--- config.mk ---
export PLATFORM = sky130hd
export DESIGN_NAME = alu_top
export DESIGN_NICKNAME = d
export VERILOG_FILES = /design/src/source/alu_pkg.sv /design/src/source/alu_operand_if.sv /design/src/source/alu_sequencer.sv /design/src/source/alu_fixed_arith.sv /design/src/source/alu_bit_ops.sv /design/src/source/alu_result_stage.sv /design/src/source/alu_top.sv
export SDC_FILE = /design/constraint.sdc
export NUM_CORES = 1
export LEC_CHECK = 0
export ABC_AREA = 1
export ABC_CLOCK_PERIOD_IN_PS = 3350
export BUFFER_PORTS_ARGS = -buffer_cell sky130_fd_sc_hd__buf_2
export CORE_AREA = 4 4 257 259
export CTS_CLUSTER_DIAMETER = 120
export DETAILED_ROUTE_END_ITERATION = 7
export DIE_AREA = 0 0 261 263
export PLACE_DENSITY = 0.53
export SKIP_LAST_GASP = 1
export SYNTH_ARGS = -nofsm -noshare
export SYNTH_HDL_FRONTEND = slang
export SYNTH_HIERARCHICAL = 1
export SYNTH_SLANG_ARGS = --single-unit
--- constraint.sdc ---
create_clock -name i_clk -period 3.35 [get_ports i_clk]
set_input_delay 0 -clock i_clk [delete_from_list [all_inputs] [get_ports i_clk]]
set_output_delay 0 -clock i_clk [all_outputs]
set_load 0.005 [all_outputs]
--- src/source/alu_pkg.sv ---
`default_nettype none

package alu_pkg;

    // word format, Q6.10 unless the top level picks another FRAC_W
    localparam int DATA_W     = 16;
    localparam int DEF_FRAC_W = 10;

    // room for acc << FRAC_W plus a full product, with a spare sign bit
    localparam int WIDE_W = 2 * DATA_W + 2;

    // upper bound on LFSR steps in one operation
    localparam int LFSR_MAX_STEPS = 8;

    typedef logic signed [DATA_W-1:0] data_t;
    typedef logic signed [WIDE_W-1:0] wide_t;

    // codes 4, 8 and up have no unit and read as zero
    typedef enum logic [3:0] {
        OP_ADD  = 4'd0,
        OP_SUB  = 4'd1,
        OP_MUL  = 4'd2,
        OP_MAC  = 4'd3,
        OP_CLZ  = 4'd5,
        OP_LRCW = 4'd6,
        OP_LFSR = 4'd7
    } opcode_t;

    localparam data_t DATA_MAX = {1'b0, {(DATA_W-1){1'b1}}};
    localparam data_t DATA_MIN = {1'b1, {(DATA_W-1){1'b0}}};

    // clamp a wide signed value into one word
    function automatic data_t sat_word(input wide_t value);
        if (value > wide_t'(DATA_MAX)) begin
            return DATA_MAX;
        end else if (value < wide_t'(DATA_MIN)) begin
            return DATA_MIN;
        end else begin
            return data_t'(value[DATA_W-1:0]);
        end
    endfunction

endpackage

`default_nettype wire

--- src/source/alu_operand_if.sv ---
`timescale 1ns/1ps
`default_nettype none

interface alu_operand_if import alu_pkg::*; ();

    data_t   data_a;
    data_t   data_b;
    opcode_t opcode;
    // last registered result, feeds MAC
    data_t   acc;

    // execution units only read
    modport unit (
        input data_a,
        input data_b,
        input opcode,
        input acc
    );

    // result stage closes the accumulator loop
    modport store (
        output acc,
        input  opcode
    );

endinterface

`default_nettype wire

--- src/source/alu_sequencer.sv ---
`timescale 1ns/1ps
`default_nettype none

module alu_sequencer (
    input  logic i_clk,
    input  logic i_rst_n,
    output logic o_busy,
    output logic o_valid,
    output logic o_load
);

    typedef enum logic [1:0] {
        ST_IDLE    = 2'd0,
        ST_COMPUTE = 2'd1,
        ST_OUTPUT  = 2'd2
    } state_t;

    state_t state;
    state_t state_nxt;

    // free-running three-phase frame, never stalls
    always_comb begin
        case (state)
            ST_IDLE:    state_nxt = ST_COMPUTE;
            ST_COMPUTE: state_nxt = ST_OUTPUT;
            default:    state_nxt = ST_IDLE;
        endcase
    end

    always_ff @(posedge i_clk or negedge i_rst_n) begin
        if (!i_rst_n) begin
            state   <= ST_IDLE;
            o_busy  <= 1'b0;
            o_valid <= 1'b0;
        end else begin
            state   <= state_nxt;
            // status reflects the state just left
            o_busy  <= (state != ST_OUTPUT);
            o_valid <= (state == ST_OUTPUT);
        end
    end

    // result register loads on the edge that raises o_valid
    assign o_load = (state == ST_OUTPUT);

endmodule

`default_nettype wire

--- src/source/alu_fixed_arith.sv ---
`timescale 1ns/1ps
`default_nettype none

module alu_fixed_arith import alu_pkg::*; #(
    parameter int FRAC_W = DEF_FRAC_W
) (
    alu_operand_if.unit bus,
    output data_t       o_sum,
    output data_t       o_diff,
    output data_t       o_prod,
    output data_t       o_mac
);

    wide_t a_ext;
    wide_t b_ext;
    wide_t acc_ext;
    wide_t sum_full;
    wide_t diff_full;
    wide_t prod_full;
    wide_t mac_full;

    // sign extend everything into the wide domain
    assign a_ext   = wide_t'(bus.data_a);
    assign b_ext   = wide_t'(bus.data_b);
    assign acc_ext = wide_t'(bus.acc);

    // exact, no overflow possible at this width
    assign sum_full  = a_ext + b_ext;
    assign diff_full = a_ext - b_ext;

    // product carries 2*FRAC_W fraction bits
    assign prod_full = a_ext * b_ext;

    // accumulator lined up with the product's binary point
    assign mac_full = (acc_ext <<< FRAC_W) + prod_full;

    assign o_sum  = sat_word(sum_full);
    assign o_diff = sat_word(diff_full);

    // arithmetic shift back to FRAC_W fraction bits, rounds toward minus infinity
    assign o_prod = sat_word(prod_full >>> FRAC_W);
    assign o_mac  = sat_word(mac_full >>> FRAC_W);

endmodule

`default_nettype wire

--- src/source/alu_bit_ops.sv ---
`timescale 1ns/1ps
`default_nettype none

module alu_bit_ops import alu_pkg::*; (
    alu_operand_if.unit bus,
    output data_t       o_clz,
    output data_t       o_lrcw,
    output data_t       o_lfsr
);

    localparam int NIB_N = DATA_W / 4;
    localparam int CNT_W = $clog2(DATA_W + 1);

    // feedback taps at bits 15, 13, 12 and 10
    localparam logic [DATA_W-1:0] TAP_MASK = 16'hB400;

    // 4-bit priority encoder: {any bit set, index of highest set bit}
    function automatic logic [2:0] pri4(input logic [3:0] d);
        logic [1:0] idx;
        idx[1] = d[3] | d[2];
        idx[0] = d[3] | (~d[2] & d[1]);
        return {|d, idx};
    endfunction

    logic [NIB_N-1:0]    nib_vld;
    logic [1:0]          nib_idx [NIB_N];
    logic [2:0]          grp_enc;
    logic [3:0]          msb_idx;
    logic [CNT_W-1:0]    clz_cnt;
    logic [CNT_W-1:0]    pop_cnt;
    logic [2*DATA_W-1:0] lrcw_pair;
    logic [3:0]          lfsr_steps;
    logic [DATA_W-1:0]   lfsr_state;

    // leading zeros, nibble encoders then one encoder over the nibble flags
    always_comb begin
        for (int g = 0; g < NIB_N; g++) begin
            {nib_vld[g], nib_idx[g]} = pri4(bus.data_a[4*g +: 4]);
        end
        grp_enc = pri4(nib_vld);
        msb_idx = {grp_enc[1:0], nib_idx[grp_enc[1:0]]};
        if (grp_enc[2]) begin
            clz_cnt = CNT_W'(DATA_W - 1) - {1'b0, msb_idx};
        end else begin
            // all zero
            clz_cnt = CNT_W'(DATA_W);
        end
    end

    // popcount of a, 0 to 16
    always_comb begin
        pop_cnt = '0;
        for (int i = 0; i < DATA_W; i++) begin
            pop_cnt = pop_cnt + CNT_W'(bus.data_a[i]);
        end
    end

    // b stacked on its own complement; shifting the pair by n leaves b << n
    // in the top half with the n bits shifted out, inverted, behind it
    assign lrcw_pair = {bus.data_b, ~bus.data_b} << pop_cnt;

    // step count from b[3:0], capped
    assign lfsr_steps = (bus.data_b[3:0] > 4'(LFSR_MAX_STEPS)) ?
                        4'(LFSR_MAX_STEPS) : bus.data_b[3:0];

    // unrolled steps, later ones bypassed past the requested count
    always_comb begin
        lfsr_state = bus.data_a;
        for (int s = 0; s < LFSR_MAX_STEPS; s++) begin
            if (4'(s) < lfsr_steps) begin
                lfsr_state = {lfsr_state[DATA_W-2:0], ^(lfsr_state & TAP_MASK)};
            end
        end
    end

    assign o_clz  = data_t'({{(DATA_W-CNT_W){1'b0}}, clz_cnt});
    assign o_lrcw = data_t'(lrcw_pair[2*DATA_W-1 -: DATA_W]);
    assign o_lfsr = data_t'(lfsr_state);

endmodule

`default_nettype wire

--- src/source/alu_result_stage.sv ---
`timescale 1ns/1ps
`default_nettype none

module alu_result_stage import alu_pkg::*; (
    input  logic         i_clk,
    input  logic         i_rst_n,
    input  logic         i_load,
    alu_operand_if.store bus,
    input  data_t        i_sum,
    input  data_t        i_diff,
    input  data_t        i_prod,
    input  data_t        i_mac,
    input  data_t        i_clz,
    input  data_t        i_lrcw,
    input  data_t        i_lfsr,
    output data_t        o_result
);

    data_t unit_result;

    // dropped and unused opcodes give zero
    always_comb begin
        case (bus.opcode)
            OP_ADD:  unit_result = i_sum;
            OP_SUB:  unit_result = i_diff;
            OP_MUL:  unit_result = i_prod;
            OP_MAC:  unit_result = i_mac;
            OP_CLZ:  unit_result = i_clz;
            OP_LRCW: unit_result = i_lrcw;
            OP_LFSR: unit_result = i_lfsr;
            default: unit_result = '0;
        endcase
    end

    // one load per frame, so MAC accumulates once per result
    always_ff @(posedge i_clk or negedge i_rst_n) begin
        if (!i_rst_n) begin
            o_result <= '0;
        end else if (i_load) begin
            o_result <= unit_result;
        end
    end

    // held result goes back as the accumulator
    assign bus.acc = o_result;

endmodule

`default_nettype wire

--- src/source/alu_top.sv ---
`timescale 1ns/1ps
`default_nettype none

module alu_top import alu_pkg::*; #(
    parameter int FRAC_W = DEF_FRAC_W
) (
    input  logic       i_clk,
    input  logic       i_rst_n,
    input  data_t      i_data_a,
    input  data_t      i_data_b,
    input  logic [3:0] i_inst,
    output logic       o_valid,
    output logic       o_busy,
    output data_t      o_data
);

    logic  load;
    data_t sum;
    data_t diff;
    data_t prod;
    data_t mac;
    data_t clz;
    data_t lrcw;
    data_t lfsr;

    alu_operand_if u_bus ();

    // port operands onto the shared bundle
    assign u_bus.data_a = i_data_a;
    assign u_bus.data_b = i_data_b;
    assign u_bus.opcode = opcode_t'(i_inst);

    alu_sequencer u_sequencer (
        .i_clk   (i_clk),
        .i_rst_n (i_rst_n),
        .o_busy  (o_busy),
        .o_valid (o_valid),
        .o_load  (load)
    );

    alu_fixed_arith #(
        .FRAC_W (FRAC_W)
    ) u_fixed_arith (
        .bus    (u_bus),
        .o_sum  (sum),
        .o_diff (diff),
        .o_prod (prod),
        .o_mac  (mac)
    );

    alu_bit_ops u_bit_ops (
        .bus    (u_bus),
        .o_clz  (clz),
        .o_lrcw (lrcw),
        .o_lfsr (lfsr)
    );

    alu_result_stage u_result_stage (
        .i_clk    (i_clk),
        .i_rst_n  (i_rst_n),
        .i_load   (load),
        .bus      (u_bus),
        .i_sum    (sum),
        .i_diff   (diff),
        .i_prod   (prod),
        .i_mac    (mac),
        .i_clz    (clz),
        .i_lrcw   (lrcw),
        .i_lfsr   (lfsr),
        .o_result (o_data)
    );

endmodule

`default_nettype wire

==> impl_metrics.toml <==
[final_layout]
drive_above_1_share = 0.254
n_fill_cell = 6798
design_area_sq_um = 24900
final_cells = 4154
num_antenna_cells = 0
nNetsFinal = 3773
utilization = 0.389
syn_to_final_growth_pct = 31.0

[clock_network]
cts_made_buffers = 3
cts.sinks = 20
ctsRootBufferMaster = "clkbuf_16"
cts.clk_slew.worst_paths_ns = 0.07
clk_latency_ns = 0.26
htree_levels = 1
cts_tree = "yes"
ctsLongestPathBuffers = 2

[job]
max_cap_viol_count = 0

[floorplanning]
io_pins = 56
die-area_sq_um = 68600
core_area_sq_um = 63900
dieHeight_microns = 263
start_util = 0.297
fp-row-count = 93
fp.dieW_microns = 261

[yosys]
synth_flop_cell = "dfrtp_1"
yosys-top-cells-area = "fa_1 (30%), nand2_1 (18%), inv_1 (13%)"
synth_area_per_cell_sq_um = 6.49
yosysSeqAreaShare = 0.0263
yosysMostFrequentCell = "nand2_1"
ys_ff_latch = 20
yosysTopAreaCell = "fa_1"
yosysTopAreaCellShare = 0.301
synth_cell_type_count = 49
async_reset_ff_frac = 1.00
syn_inst = 2928
synth_common_cells = "nand2_1 (897), inv_1 (664), fa_1 (286), nand3_1 (230), nor2_1 (157)"
yosysWarnings = 6
synth_edf_count = 0
syn-cell-area_sq_um = 19000

[sta]
finalHoldViolCount = 0
fin_crit_ns = 7.06
timing.fmax_ghz = 0.142
postLayoutSetupSlackWorst_ns = -3.71
timing.final.crit_share = 2.11
holdWs_ns = 0.260
worst_pin_slew_ns = 0.909
skew_ns = 0.00407
max-slew-margin-rel = 0.392
rsz0062_at_grt = "yes"
final_max_slew_viol_count = 0
setup_viol_count_final = 16

[routing]
routed_wl_microns = 67300
wl_per_cell_microns = 16.2
dr.pass1.iters = 5
num_vias = 18700
drcViolationCount = 0
drtIter0Drc = 1129
ant_nets = 0
routed_via_density = 4.50

[place]
gp_congestion = 0.892
placed_cells = 4112
placed_cell_area_sq_um = 23000
hpwl_microns = 57400
io_buffer_count = 55

[grt]
grt_pass1_wl_microns = 104000
grt_pass1_vias = 18600
grt_max_degree = 40
antenna_found_initial = 0
grt_overflow = 0
track_usage = 0.191

[worst_setup_path]
critPathMaxFanout = 8
critPathLaunchType = "input port"
critPathRequiredTime_ns = 3.51
path_common_cell = "nand2_1"
cp-end-kind = "flop"
setup.worst_path.class = "in -> reg"
cpPeakStageDelay_ns = 0.62
arrival_ns = 7.22
worst_path_max_delay_cell = "fa_2"

[run_status]
violations = "negative setup slack"
status = "complete, but fails checks"

[hold_path]
min_path_type = "in -> async"
[worst max-delay path: cells and delay by family]
kind / cells / cell delay [ns]
AOI/OAI and AO/OA: 2 / 0.19
buffers and inverters: 11 / 1.07
and+or+nand+nor: 25 / 2.07
adders and majority gates: 8 / 3.84
[routing by layer]
| metal | GRT usage | routed length [microns] | share of wire |
|---|---|---|---|
| met1 | 0.262 | 30000 | 0.45 |
| met5 | 0 | 0 | 0 |
| met4 | 0.0592 | 2390 | 0.035 |
| met2 | 0.324 | 32400 | 0.48 |
| met3 | 0.00991 | 2560 | 0.038 |
[per-stage QoR]
| step | setup TNS (ns) | worst slack (ns) |
|---|---|---|
| floorplan | -54.16 | -3.47 |
| global placement | -73.95 | -4.71 |
| detailed placement | -72.37 | -4.61 |
| CTS | -57.93 | -3.67 |
| global route | -63.59 | -4.03 |
| finish | -58.50 | -3.71 |
[repair_timing]
action                                  in CTS  in global routing
pin swaps                                   38                137
endpoints found under the setup margin      16                 16
buffers inserted                             9                 25
resized for setup                          115                234
hold buffers                                 1                  0
hold endpoints to repair                    20                  0
cloned                                       1                  2
[layout by cell type (no fill, tap or decap), types with 21 or more instances in the layout]
cell	synthesis	final
inv_1	664	633
xnor2_1	27	26
xor2_1	46	44
ha_1	149	103
nor2_2	11	22
nor2_4	4	21
nor2_1	157	129
nand2_1	897	828
ha_4	0	41
nand3_1	230	221
buf_4	40	412
nand3_2	12	21
buf_2	25	30
a21oi_1	94	55
inv_2	18	43
o21ai_1	14	22
nand2_4	4	22
fa_1	286	274
buf_12	0	21
a21oi_2	0	30
nand2_2	20	71
o21ai_0	51	37
[flip-flops by register name, indices dropped and copies added, names as in the netlist]
register	cells
u_sequencer/o_valid	1
u_result_stage/bus.acc	16
u_sequencer/o_busy	1
u_sequencer/state	2
[final timing paths]
kind	startpoint	to	slack, ns	cells past startpoint
min in group i_clk	i_data_a[0]	u_result_stage/bus.acc[8]$_DFFE_PN0P_	0.36	8
worst min-delay path	i_rst_n	u_result_stage/bus.acc[6]$_DFFE_PN0P_	0.26	2
worst min register to register	u_sequencer/state[0]$_DFF_PN0_	u_sequencer/state[0]$_DFF_PN0_	0.45	1
max in group asynchronous	i_rst_n	u_sequencer/state[0]$_DFF_PN0_	2.72	2
worst max-delay path	i_data_b[2]	u_result_stage/bus.acc[3]$_DFFE_PN0P_	-3.71	46
worst max register to register	u_result_stage/bus.acc[0]$_DFFE_PN0P_	u_result_stage/bus.acc[3]$_DFFE_PN0P_	0.43	22
[cell families (layout without fill, tap and decap cells)]
| group | Yosys count | in the layout | synth area share |
|---|---|---|---|
| AOI/OAI and AO/OA | 184 | 184 | 0.0516 |
| xor gates and xnor gates | 75 | 75 | 0.0354 |
| adders and majority gates | 435 | 435 | 0.400 |
| buffers and inverters | 824 | 1184 | 0.177 |
| DFF | 20 | 20 | 0.0263 |
| other | 1 | 11 | 0.000197 |
| and+or+nand+nor | 1389 | 1390 | 0.310 |
[area by class of cell]
cell class                      count  area (sq um)  share of cell area
Inverter                          684          2590               0.104
Clock inverter                      1          30.0             0.00121
Clock buffer                        3          75.1             0.00302
Timing Repair Buffer              496          4070               0.163
Tap cell                          855          1070              0.0430
Multi-Input combinational cell   2095         16600               0.665
Sequential cell                    20           500              0.0201
Power is left out: the tool's default activity adds up to more than one toggle a clock period on the data nets, which glitch-free logic cannot reach.
